$ cat config.mk
export PLATFORM = sky130hd
export DESIGN_NAME = cpuTop
export DESIGN_NICKNAME = d
export VERILOG_FILES = /design/src/verilog/mcPkg.sv /design/src/verilog/ctrlIf.sv /design/src/verilog/aluUnit.sv /design/src/verilog/cpuTop.sv /design/src/verilog/datapath.sv /design/src/verilog/microController.sv /design/src/verilog/stateSequencer.sv /design/src/verilog/wbMaster.sv
export SDC_FILE = /design/constraint.sdc
export NUM_CORES = 2
export LEC_CHECK = 0
export CORE_MARGIN = 2
export CORE_UTILIZATION = 55
export CTS_CLUSTER_DIAMETER = 80
export DETAILED_ROUTE_END_ITERATION = 10
export DONT_BUFFER_PORTS = 1
export PLACE_DENSITY = 0.7
export SLEW_MARGIN = 20
export SYNTH_ARGS = -nofsm -noshare
export SYNTH_HDL_FRONTEND = slang
export SYNTH_SLANG_ARGS = --single-unit
$ cat constraint.sdc
create_clock -name clk -period 16.62 [get_ports clk]
set_input_delay 3.324 -clock clk [delete_from_list [all_inputs] [get_ports clk]]
set_output_delay 3.324 -clock clk [all_outputs]
set_load 0.05 [all_outputs]
$ cat src/verilog/mcPkg.sv
package mcPkg;

        parameter int dataW = 32;

        typedef enum logic [2:0] {
                IF,
                ID,
                EX,
                MEM,
                WB,
                HALT
        } cycleStateT;

        // RV32I major opcodes
        typedef enum logic [6:0] {
                ARITH     = 7'b0110011,
                ARITH_IMM = 7'b0010011,
                LOAD      = 7'b0000011,
                STORE     = 7'b0100011,
                BRANCH    = 7'b1100011,
                JAL       = 7'b1101111,
                JALR      = 7'b1100111,
                SYSTEM    = 7'b1110011
        } opcodeT;

        typedef enum logic [1:0] {
                ADD,
                SUB,
                FUNCT           // Decode from funct3/funct7
        } aluOpT;

        typedef enum logic [1:0] {REGB, FOUR, IMM} srcBT;

        typedef enum logic [1:0] {ALUOUT, MDR, PCPLUS4} wbSelT;

endpackage

$ cat src/verilog/ctrlIf.sv
`timescale 1ns/10ps

interface ctrlIf;
        logic         pcWrite;
        logic         pcWriteCond;
        logic         iOrD;
        logic         irWrite;
        mcPkg::wbSelT memToReg;
        logic         pcSource;         // 0 pcPlus4, 1 ALUOut
        mcPkg::aluOpT aluOp;
        logic         aluSrcA;          // 0 PC, 1 A
        mcPkg::srcBT  aluSrcB;
        logic         regWrite;
        logic         aluOutUpdate;
        logic         stepEn;

        modport ctrlSrc (output pcWrite, pcWriteCond, iOrD, irWrite, memToReg, pcSource,
                         aluOp, aluSrcA, aluSrcB, regWrite, aluOutUpdate);

        modport stepSrc (output stepEn);

        modport ctrlSink (input pcWrite, pcWriteCond, iOrD, irWrite, memToReg, pcSource,
                          aluOp, aluSrcA, aluSrcB, regWrite, aluOutUpdate, stepEn);
endinterface

$ cat src/verilog/aluUnit.sv
`timescale 1ns/10ps

module aluUnit #(
        parameter int dataW = mcPkg::dataW
) (
        input  mcPkg::aluOpT     aluOp,
        input  logic [2:0]       funct3,
        input  logic             funct7b5,
        input  logic             isImm,
        input  logic [dataW-1:0] opA,
        input  logic [dataW-1:0] opB,
        output logic [dataW-1:0] result,
        output logic             zero
);
        logic [dataW-1:0] sum;
        logic [dataW-1:0] diff;

        assign sum  = opA + opB;
        assign diff = opA - opB;

        always_comb begin
                result = sum;
                if (aluOp == mcPkg::SUB) begin
                        result = diff;
                end else if (aluOp == mcPkg::FUNCT) begin
                        case (funct3)
                        3'b000:  result = (funct7b5 && !isImm) ? diff : sum;  // addi has no sub
                        3'b010:  result = {{(dataW-1){1'b0}}, $signed(opA) < $signed(opB)};
                        3'b110:  result = opA | opB;
                        3'b111:  result = opA & opB;
                        default: result = sum;
                        endcase
                end
        end

        assign zero = (result == '0);
endmodule

$ cat src/verilog/cpuTop.sv
`timescale 1ns/10ps

module cpuTop #(
        parameter int dataW = mcPkg::dataW
) (
        input  logic               clk,
        input  logic               rstN,
        output logic               wbCyc,
        output logic               wbStb,
        output logic               wbWe,
        output logic [dataW/8-1:0] wbSel,
        output logic [dataW-1:0]   wbAdr,
        output logic [dataW-1:0]   wbDatOut,
        input  logic [dataW-1:0]   wbDatIn,
        input  logic               wbAck,
        output logic               halt
);
        mcPkg::cycleStateT state;
        mcPkg::opcodeT     opcode;
        logic              memRead, memWrite, memDone;
        logic [dataW-1:0]  adr, wrData, rdData;

        ctrlIf ctrl ();

        stateSequencer i_seq (
                .clk     (clk),
                .rstN    (rstN),
                .opcode  (opcode),
                .memDone (memDone),
                .ctrl    (ctrl.stepSrc),
                .state   (state)
        );

        microController i_mc (
                .state    (state),
                .opcode   (opcode),
                .ctrl     (ctrl.ctrlSrc),
                .memRead  (memRead),
                .memWrite (memWrite),
                .halt     (halt)
        );

        datapath #(.dataW(dataW)) i_dp (
                .clk    (clk),
                .rstN   (rstN),
                .ctrl   (ctrl.ctrlSink),
                .rdData (rdData),
                .adr    (adr),
                .wrData (wrData),
                .opcode (opcode)
        );

        wbMaster #(.dataW(dataW)) i_wb (
                .clk      (clk),
                .rstN     (rstN),
                .memRead  (memRead),
                .memWrite (memWrite),
                .adrIn    (adr),
                .wrData   (wrData),
                .memDone  (memDone),
                .rdData   (rdData),
                .wbCyc    (wbCyc),
                .wbStb    (wbStb),
                .wbWe     (wbWe),
                .wbSel    (wbSel),
                .wbAdr    (wbAdr),
                .wbDatOut (wbDatOut),
                .wbDatIn  (wbDatIn),
                .wbAck    (wbAck)
        );
endmodule

$ cat src/verilog/datapath.sv
`timescale 1ns/10ps

module datapath #(
        parameter int dataW = mcPkg::dataW
) (
        input  logic             clk,
        input  logic             rstN,
        ctrlIf.ctrlSink          ctrl,
        input  logic [dataW-1:0] rdData,
        output logic [dataW-1:0] adr,
        output logic [dataW-1:0] wrData,
        output mcPkg::opcodeT    opcode
);
        logic [dataW-1:0] pc, pcPlus4, ir, mdr, regA, regB, aluOut;
        logic [dataW-1:0] regFile [32];
        logic [dataW-1:0] imm, srcA, srcB, aluResult, wbData, pcNext;
        logic [4:0]       rs1, rs2, rd;
        logic             zero, taken;

        assign opcode = mcPkg::opcodeT'(ir[6:0]);
        assign rs1    = ir[19:15];
        assign rs2    = ir[24:20];
        assign rd     = ir[11:7];

        always_comb begin
                case (opcode)
                mcPkg::STORE:  imm = {{(dataW-12){ir[31]}}, ir[31:25], ir[11:7]};
                mcPkg::BRANCH: imm = {{(dataW-12){ir[31]}}, ir[7], ir[30:25], ir[11:8], 1'b0};
                mcPkg::JAL:    imm = {{(dataW-20){ir[31]}}, ir[19:12], ir[20], ir[30:21], 1'b0};
                default:       imm = {{(dataW-12){ir[31]}}, ir[31:20]};
                endcase
        end

        assign srcA = ctrl.aluSrcA ? regA : pc;

        always_comb begin
                case (ctrl.aluSrcB)
                mcPkg::FOUR: srcB = dataW'(4);
                mcPkg::IMM:  srcB = imm;
                default:     srcB = regB;
                endcase
        end

        aluUnit #(.dataW(dataW)) i_alu (
                .aluOp    (ctrl.aluOp),
                .funct3   (ir[14:12]),
                .funct7b5 (ir[30]),
                .isImm    (opcode == mcPkg::ARITH_IMM),
                .opA      (srcA),
                .opB      (srcB),
                .result   (aluResult),
                .zero     (zero)
        );

        always_comb begin
                case (ctrl.memToReg)
                mcPkg::MDR:     wbData = mdr;
                mcPkg::PCPLUS4: wbData = pcPlus4;
                default:        wbData = aluOut;
                endcase
        end

        assign taken  = zero ^ ir[12];  // beq on zero, bne otherwise
        assign pcNext = (ctrl.pcSource && (!ctrl.pcWriteCond || taken)) ?
                        {aluOut[dataW-1:1], 1'b0} : pcPlus4;

        assign adr    = ctrl.iOrD ? aluOut : pc;
        assign wrData = regB;

        always_ff @(posedge clk) begin
                if (!rstN)
                        pc <= '0;
                else if (ctrl.stepEn && (ctrl.pcWrite || ctrl.pcWriteCond))
                        pc <= pcNext;
        end

        always_ff @(posedge clk) begin
                if (ctrl.stepEn) begin
                        regA <= (rs1 == 5'd0) ? '0 : regFile[rs1];
                        regB <= (rs2 == 5'd0) ? '0 : regFile[rs2];
                        if (ctrl.irWrite) begin
                                ir      <= rdData;
                                pcPlus4 <= aluResult;
                        end
                        if (ctrl.iOrD)
                                mdr <= rdData;
                        if (ctrl.aluOutUpdate)
                                aluOut <= aluResult;
                        if (ctrl.regWrite && rd != 5'd0)
                                regFile[rd] <= wbData;
                end
        end
endmodule

$ cat src/verilog/microController.sv
`timescale 1ns/10ps

module microController (
        input  mcPkg::cycleStateT state,
        input  mcPkg::opcodeT     opcode,
        ctrlIf.ctrlSrc            ctrl,
        output logic              memRead,
        output logic              memWrite,
        output logic              halt
);
        always_comb begin
                ctrl.pcWrite      = 1'b0;
                ctrl.pcWriteCond  = 1'b0;
                ctrl.iOrD         = 1'b0;
                ctrl.irWrite      = 1'b0;
                ctrl.memToReg     = mcPkg::ALUOUT;
                ctrl.pcSource     = 1'b0;
                ctrl.aluOp        = mcPkg::ADD;
                ctrl.aluSrcA      = 1'b0;
                ctrl.aluSrcB      = mcPkg::REGB;
                ctrl.regWrite     = 1'b0;
                ctrl.aluOutUpdate = 1'b0;
                memRead           = 1'b0;
                memWrite          = 1'b0;
                halt              = 1'b0;

                case (state)
                mcPkg::IF: begin
                        memRead      = 1'b1;
                        ctrl.irWrite = 1'b1;
                        ctrl.aluSrcB = mcPkg::FOUR;     // PC+4 into pcPlus4
                end
                mcPkg::ID: begin
                        ctrl.aluSrcB      = mcPkg::IMM; // Branch or jal target
                        ctrl.aluOutUpdate = 1'b1;
                end
                mcPkg::EX: begin
                        ctrl.aluSrcA      = 1'b1;
                        ctrl.aluSrcB      = mcPkg::IMM;
                        ctrl.aluOutUpdate = 1'b1;
                        case (opcode)
                        mcPkg::ARITH: begin
                                ctrl.aluOp   = mcPkg::FUNCT;
                                ctrl.aluSrcB = mcPkg::REGB;
                        end
                        mcPkg::ARITH_IMM: ctrl.aluOp = mcPkg::FUNCT;
                        mcPkg::BRANCH: begin
                                // Compare only, keep the target in ALUOut
                                ctrl.aluOp        = mcPkg::SUB;
                                ctrl.aluSrcB      = mcPkg::REGB;
                                ctrl.aluOutUpdate = 1'b0;
                                ctrl.pcWriteCond  = 1'b1;
                                ctrl.pcSource     = 1'b1;
                        end
                        default: begin
                        end
                        endcase
                end
                mcPkg::MEM: begin
                        ctrl.iOrD = 1'b1;
                        if (opcode == mcPkg::STORE) begin
                                memWrite     = 1'b1;
                                ctrl.pcWrite = 1'b1;    // Store ends here
                        end else begin
                                memRead = 1'b1;
                        end
                end
                mcPkg::WB: begin
                        ctrl.regWrite = 1'b1;
                        ctrl.pcWrite  = 1'b1;
                        case (opcode)
                        mcPkg::LOAD: ctrl.memToReg = mcPkg::MDR;
                        mcPkg::JAL, mcPkg::JALR: begin
                                ctrl.memToReg = mcPkg::PCPLUS4;   // Link
                                ctrl.pcSource = 1'b1;
                        end
                        default: ctrl.memToReg = mcPkg::ALUOUT;
                        endcase
                end
                mcPkg::HALT: halt = 1'b1;
                default: begin
                end
                endcase
        end
endmodule

$ cat src/verilog/stateSequencer.sv
`timescale 1ns/10ps

module stateSequencer (
        input  logic              clk,
        input  logic              rstN,
        input  mcPkg::opcodeT     opcode,
        input  logic              memDone,
        ctrlIf.stepSrc            ctrl,
        output mcPkg::cycleStateT state
);
        mcPkg::cycleStateT nextState;
        logic memWait;

        // Fetch and MEM hold until the bus acks
        assign memWait = (state == mcPkg::IF) || (state == mcPkg::MEM);
        assign ctrl.stepEn = memWait ? memDone : (state != mcPkg::HALT);

        always_comb begin
                nextState = state;
                case (state)
                mcPkg::IF:  nextState = mcPkg::ID;
                mcPkg::ID: begin
                        case (opcode)
                        mcPkg::JAL: nextState = mcPkg::WB;     // Target already in ALUOut
                        mcPkg::ARITH, mcPkg::ARITH_IMM, mcPkg::LOAD,
                        mcPkg::STORE, mcPkg::BRANCH, mcPkg::JALR: nextState = mcPkg::EX;
                        default: nextState = mcPkg::HALT;      // ecall and unknown opcodes
                        endcase
                end
                mcPkg::EX: begin
                        if (opcode == mcPkg::LOAD || opcode == mcPkg::STORE)
                                nextState = mcPkg::MEM;
                        else if (opcode == mcPkg::BRANCH)
                                nextState = mcPkg::IF;
                        else
                                nextState = mcPkg::WB;
                end
                mcPkg::MEM: nextState = (opcode == mcPkg::LOAD) ? mcPkg::WB : mcPkg::IF;
                mcPkg::WB:  nextState = mcPkg::IF;
                default:    nextState = mcPkg::HALT;
                endcase
        end

        always_ff @(posedge clk) begin
                if (!rstN)
                        state <= mcPkg::IF;
                else if (ctrl.stepEn)
                        state <= nextState;
        end
endmodule

$ cat src/verilog/wbMaster.sv
`timescale 1ns/10ps

module wbMaster #(
        parameter int dataW = mcPkg::dataW
) (
        input  logic               clk,
        input  logic               rstN,
        input  logic               memRead,
        input  logic               memWrite,
        input  logic [dataW-1:0]   adrIn,
        input  logic [dataW-1:0]   wrData,
        output logic               memDone,
        output logic [dataW-1:0]   rdData,
        output logic               wbCyc,
        output logic               wbStb,
        output logic               wbWe,
        output logic [dataW/8-1:0] wbSel,
        output logic [dataW-1:0]   wbAdr,
        output logic [dataW-1:0]   wbDatOut,
        input  logic [dataW-1:0]   wbDatIn,
        input  logic               wbAck
);
        always_ff @(posedge clk) begin
                if (!rstN) begin
                        wbCyc <= 1'b0;
                        wbWe  <= 1'b0;
                end else if (wbCyc) begin
                        if (wbAck) begin
                                wbCyc <= 1'b0;  // Bus idles one cycle after ack
                                wbWe  <= 1'b0;
                        end
                end else if (memRead || memWrite) begin
                        wbCyc <= 1'b1;
                        wbWe  <= memWrite;
                end
        end

        // Frozen for the whole bus cycle
        always_ff @(posedge clk) begin
                if (!wbCyc) begin
                        wbAdr    <= adrIn;
                        wbDatOut <= wrData;
                end
        end

        assign wbStb   = wbCyc;
        assign wbSel   = '1;            // Word accesses only
        assign memDone = wbCyc && wbAck;
        assign rdData  = wbDatIn;       // Slave data valid in the ack cycle
endmodule
# Word level (Yosys, flattened, before mapping)
# Memory sizes are Yosys's and may differ from the RTL's. A register that Yosys moved wholly into a read port is not among the register bits.
# Index checks and enable logic that the tools add are counted.
# word_totals
input_bits	35
register_bits	229
latchBits	0
elab_cells	114
output_inout_bits	72
mem_bits_rw	1024
mem_bits_ro	0
memories	1
# mem_list
name	depth	word_bits	rd	rd_ports_with_merged_regs	write_ports	line_no	rtl
i_dp.regFile	32	32	2	2	1	datapath.sv:15	logic [dataW-1:0] regFile [32];
# classes
n_mux	47
eq_ne	23
bitwise_logic	3
shifts	0
multipliers	0
n_addsub	2
div_mod_pow	0
magnitude_cmp	1
n_reduce_logical	27
# ops
op	n
32-bit 2-to-1 mux	6
32-bit case mux with 2 select lines	2
32-bit case mux with 4 select lines	1
20-bit case mux with 3 select lines	1
32-bit adder	1
32-bit AND	1
32-bit zero test	1
32-bit < comparator	1
32-bit bitwise OR	1
32-bit subtractor	1
1-bit 2-to-1 mux	22
7-bit == test, second input constant	3
3-bit case mux with 5 select lines	1
7-bit by 6-bit == test with 1-bit output, second input constant	2
3-bit == test, second input constant	4
5-bit zero test	2
3-bit by 2-bit == test with 1-bit output, second input constant	3
3-bit 2-to-1 mux	3
1-bit case mux with 2 select lines	4
2-bit case mux with 2 select lines	2
2-bit AND reduction	4
7-bit by 2-bit == test with 1-bit output, second input constant	1
7-bit by 5-bit == test with 1-bit output, second input constant	1
2-bit by 1-bit == test with 1-bit output, second input constant	3
16 further kinds	32

# Longest topological paths before layout
# logic_depth
word_depth	16
depth_mapped	28

# Modules after synthesis
# From an unflattened synthesis, not the netlist that was laid out.
# unflattened
cells_unflattened	4299
area_unflattened_um2	66122.2
# modules_own_cells
module	cells_each	seq_area_each_um2	area_each_um2	n_inst
datapath	3176	37155.6	57189.8	1
aluUnit	934	0.0	6124.6	1
wbMaster	112	1961.9	2299.7	1
stateSequencer	42	60.1	302.8	1
microController	35	0.0	205.2	1

# Worst setup path before layout
# OpenSTA, ideal clock, no wires.
# synth_timing
path_kind	register to register
startpoint	reg i_dp.ir[0]
endpoint	reg i_dp.pc[22]
path_stages_with_launch	26
setup_time_ps	74
n_path_buf	4
setup_slack_ps	9879
synth_period_minus_slack_ps	6741
t_arrival_ps	6667
required_ps	16546
cell_sequence	edfxtp_1 -> nand3b_1 -> clkbuf_1 -> or3_1 -> a31oi_1 -> or2_2 -> ha_1 -> clkbuf_1 -> clkbuf_1 -> nand2_1 -> o21ai_0 -> ha_1 -> o21ba_2 -> or4_1 -> a21oi_1 -> nor2_1 -> o21ba_1 -> a221oi_1 -> o22ai_1 -> or4_1 -> or4b_4 -> nor4_4 -> mux2i_1 -> clkbuf_1 -> nand3_1 -> a31oi_1
# synth_via
elab_chain_cells	16
elab_cells_between_ends	44
# synth_lines
element	line_no	rtl
from (decl)	datapath.sv:14	logic [dataW-1:0] pc, pcPlus4, ir, mdr, regA, regB, aluOut;
from (signal assigned)	datapath.sv:82	ir <= rdData;
7-bit by 6-bit == test with 1-bit output or 7-bit == test (tied branches)	microController.sv:41, datapath.sv:26	
2-bit OR reduction (no line)	--	
2-bit 2-to-1 mux	microController.sv:41	case (opcode)
2-bit case mux with 3 select lines	microController.sv:27	case (state)
2-bit == test or 2-bit by 1-bit == test with 1-bit output (tied branches)	datapath.sv:37	case (ctrl.aluSrcB)
32-bit case mux with 2 select lines	datapath.sv:37	
32-bit adder or 32-bit subtractor (tied branches)	aluUnit.sv:18, aluUnit.sv:19	
32-bit 2-to-1 mux	aluUnit.sv:27	3'b000: result = (funct7b5 && !isImm) ? diff : sum;
32-bit case mux with 4 select lines	aluUnit.sv:26	case (funct3)
32-bit 2-to-1 mux	aluUnit.sv:25	end else if (aluOp == mcPkg::FUNCT) begin
32-bit 2-to-1 mux (*)	aluUnit.sv:23	if (aluOp == mcPkg::SUB) begin
named net i_dp.aluResult[13]	datapath.sv:16	logic [dataW-1:0] imm, srcA, srcB, aluResult, wbData, pcNext;
32-bit zero test (*)	aluUnit.sv:36	assign zero = (result == '0);
1-bit XOR (*)	datapath.sv:63	assign taken = zero ^ ir[12];
1-bit logical OR (*)	datapath.sv:64	assign pcNext = (ctrl.pcSource && (!ctrl.pcWriteCond || taken)) ?
1-bit logical AND (*)	datapath.sv:64	
32-bit 2-to-1 mux (*)	datapath.sv:64	
to (signal assigned)	datapath.sv:74	pc <= pcNext;
to (decl)	datapath.sv:14	
# The timed path passes the listed nets; every way through them passes the cells marked *.
# A chain may end at the register's enable or synchronous reset.

# Worst setup path after layout
# layout_timing
startpoint	reg i_dp.ir[3]
endpoint	reg i_dp.pc[14]
# Same word-level chain as after synthesis.

==> reports/metrics.cfg <==
[route]
via_per_inst = 7.15
wl_per_cell_um = 35.8
drt_iter0_drc = 5548
wl_mm = 195
route.detailed.drc = 0
vias = 38938
first_pass_iters = 8
ant_nets = 0

[layout]
layoutNonFillerInstCount = 5449
regMostFlops = i_dp.regFile
final_util = 0.612
fillCellCount = 8249
largest_reg_flops = 1024
syn_to_final_growth_pct = 10.8
fin_nets = 3938
drive_above_1_share = 0.271
fin_area_sq_mm = 0.0709

[placement]
pre_cts_slack_ps = 7380
dpl_cell_area_sq_mm = 0.0663
dp_hpwl_mm = 116
gp_congestion = 1.00
io_buffer_count = 0
dp_cells = 5184

[cts]
hold_buffers = 0
clk_transition_reported_paths_ps = 60
cts_num_sinks = 1317
cts_resized = 0
clk_latency_ps = 780
cts_buffers = 139
cts_tree = built
cts_root_buffer = clkbuf_16
post_cts.repair.setup_buffers = 0
cts_buffer_depth = 3
cts.htree.levels = 4

[setup_path]
path_cells = nand3b_1 -> or3_1 -> a31oi_1 -> or2_2 -> ha_1 -> inv_1 -> nand2_1 -> o21ai_0 -> ha_1 -> o21ba_2 -> or4_1 -> a211oi_2 -> o211ai_1 -> nand2_1 -> xnor2_1 -> o21ai_0 -> or4_1 -> or4b_4 -> nor4_4 -> mux2i_4 -> buf_8 -> nand3_1 -> a31oi_1
worstPathArrival_ps = 10030
cp_max_fo = 21
slowest_delay_ps = 750
crit_path_end_kind = flip-flop
slowest_stage = inv_1
worstPathBufferInverterCount = 2
cp.required_ps = 17310
worstSetupPathType = flip-flop to flip-flop
start_kind = flip-flop
critical_path.top_delay_family = simple AND/OR/NAND/NOR gates

[floorplanning]
die_area_sq_mm = 0.119
start_util = 0.552
pin_count = 107
core_sq_mm = 0.116
placementRows = 125
dieWidth_um = 345
die_h_um = 345

[grt]
grt_overflow = 0
grt_pass1_wl_mm = 278
antenna_found_initial = 13
grt_pass1_vias = 38115
grt_max_degree = 139
track_usage = 0.329

[power]
pwr-share-comb = 0.105
share_seq_of_total_power = 0.501
ir_worst_vdd_mv = 0.0902
power.total_mw = 7.75
power.internal_mw = 5.77
swShare = 0.255
p_switching_mw = 1.98
p_per_area_mw_per_mm2 = 109
clkPwrFrac = 0.394
p_leak_nw = 23.2

[timing]
setup_ws_ps = 7280
fin_skew_ps = 36.0
fin_setup_tns_ps = 0
relSlewSlack = 0.260
worst_pin_slew_ps = 1110
hold_viol_final = 0
finalCriticalPeriod_ps = 9340
fmaxAchievable_mhz = 107
finalSetupViolations = 0
hold_ws_ps = 487
rsz0062_at_grt = false
drv_slew = 0
period_share = 0.562

[synth]
yosysTopAreaCell = edfxtp_1
netlist_instances = 3802
synth_simple_gate_area_frac = 0.0501
synth_xor_xnor_area_share = 0.00205
yosysSeqAreaShare = 0.612
synth_adder_area_share = 0.0202
synth.avg_cell_area_sq_um = 16.8
synth_enable_flop_cells = 1280
synth_mux_area_frac = 0.238
synth_top_family_by_area = multiplexers
yosysTopAreaCellShare = 0.600
synth.top_cells.by_area = edfxtp_1, mux4_2, ha_1
syn_area_sq_mm = 0.0640
ys_seq_elements = 1317
ys_warn_count = 0
ys.flop_type = edfxtp_1
synth-compound-area-share = 0.0534
ys_types = 91
async_flop_share = 0

[run_status]
status = completed

[worst_hold_path]
hold_path.class = flip-flop to flip-flop

[job]
drv_cap = 0

layer usage:
metal  vias to the layer above  global-route usage  routed length, um  part of all wire
met5                         -                   0                101           0.00052
met4                        14               0.122               8340             0.043
met3                       488              0.0713              23000              0.12
met2                      2727               0.513              91600              0.47
met1                     20169               0.461              72100              0.37
li1                      15540                   -                  -                 -
worst reg2reg max path, delay by kind of cell (launching register included):
family,cells,cell delay (ps)
AO/OA/AOI/OAI,7,2250
XOR/XNOR,1,130
adder cells (fa/ha/maj),2,980
buffers and inverters,2,1050
flip-flops,1,380
multiplexers,1,660
AND/OR/NAND/NOR,10,3810
synth_stat cells (11+ instances only):
master    count
a21o_1       15
a21oi_1     106
a221oi_1     11
a22oi_1      41
a31oi_1      40
buf_1        63
clkbuf_1    193
dfxtp_1      37
edfxtp_1   1280
ha_1        100
inv_1       113
mux2i_1      80
mux4_2      640
nand2_1     325
nand3_1      49
nor2_1      194
nor2b_1      15
nor3_1       31
nor4_1       15
o21a_1       23
o21ai_0     135
o21ai_1      35
o22ai_1      15
o31ai_1      11
xnor2_1      14
layout make-up:
type | instances | area (sq um) | share of cell area
sequential | 1317 | 39200 | 0.552
timing repair buffer | 99 | 838 | 0.0118
tap | 1524 | 1910 | 0.0269
clock inverter | 89 | 892 | 0.0126
antenna | 11 | 27.5 | 0.000388
clock buffer | 165 | 3600 | 0.0507
inverter | 117 | 440 | 0.00621
multi-input combinational | 2127 | 24000 | 0.339
final timing paths:
check                                startpoint                     endpoint  slack [ps]  depth (start not counted)
setup / recovery           i_dp.ir[3]$_DFFE_PP_     i_dp.pc[14]$_SDFFE_PN0P_        7280                         23
hold / removal    i_dp.wrData[24]$_SDFFCE_PN0N_  i_wb.wbDatOut[24]$_DFFE_PN_         490                          0
setup reg to reg           i_dp.ir[3]$_DFFE_PP_     i_dp.pc[14]$_SDFFE_PN0P_        7280                         23
hold reg to reg   i_dp.wrData[24]$_SDFFCE_PN0N_  i_wb.wbDatOut[24]$_DFFE_PN_         490                          0
cell families after synthesis:
group           Yosys count
compound gates          533
flops                  1317
mux                     723
simple gates            718
fa+ha+maj               102
buf+inv                 392
xor+xnor                 15
other cells               2
power by group through the flow:
stage / Combinational [mW] / Clock [mW] / Sequential (mW)
after floorplan: 0.551 / 0 / 3.93
after global placement: 0.791 / 0 / 3.95
after detailed placement: 0.793 / 0 / 3.95
after CTS: 0.797 / 3.09 / 3.88
after global routing: 0.860 / 3.22 / 3.89
final: 0.811 / 3.06 / 3.89
layout by cell type, fill, tap and decap left out, types with 26 or more instances in the layout:
cell,count
a21oi_1,106
mux2i_1,79
nor2_4,30
a31oi_1,39
inv_1,111
nor3_1,27
edfxtp_1,1280
nand3_1,49
nand2_1,325
nor2_1,165
mux4_2,640
buf_4,91
o21ai_0,103
conb_1,36
a22oi_1,41
clkinv_2,31
clkbuf_16,140
clkinv_1,26
ha_1,99
dfxtp_1,37
o21ai_1,35
Power figures use the tool's default switching activity.
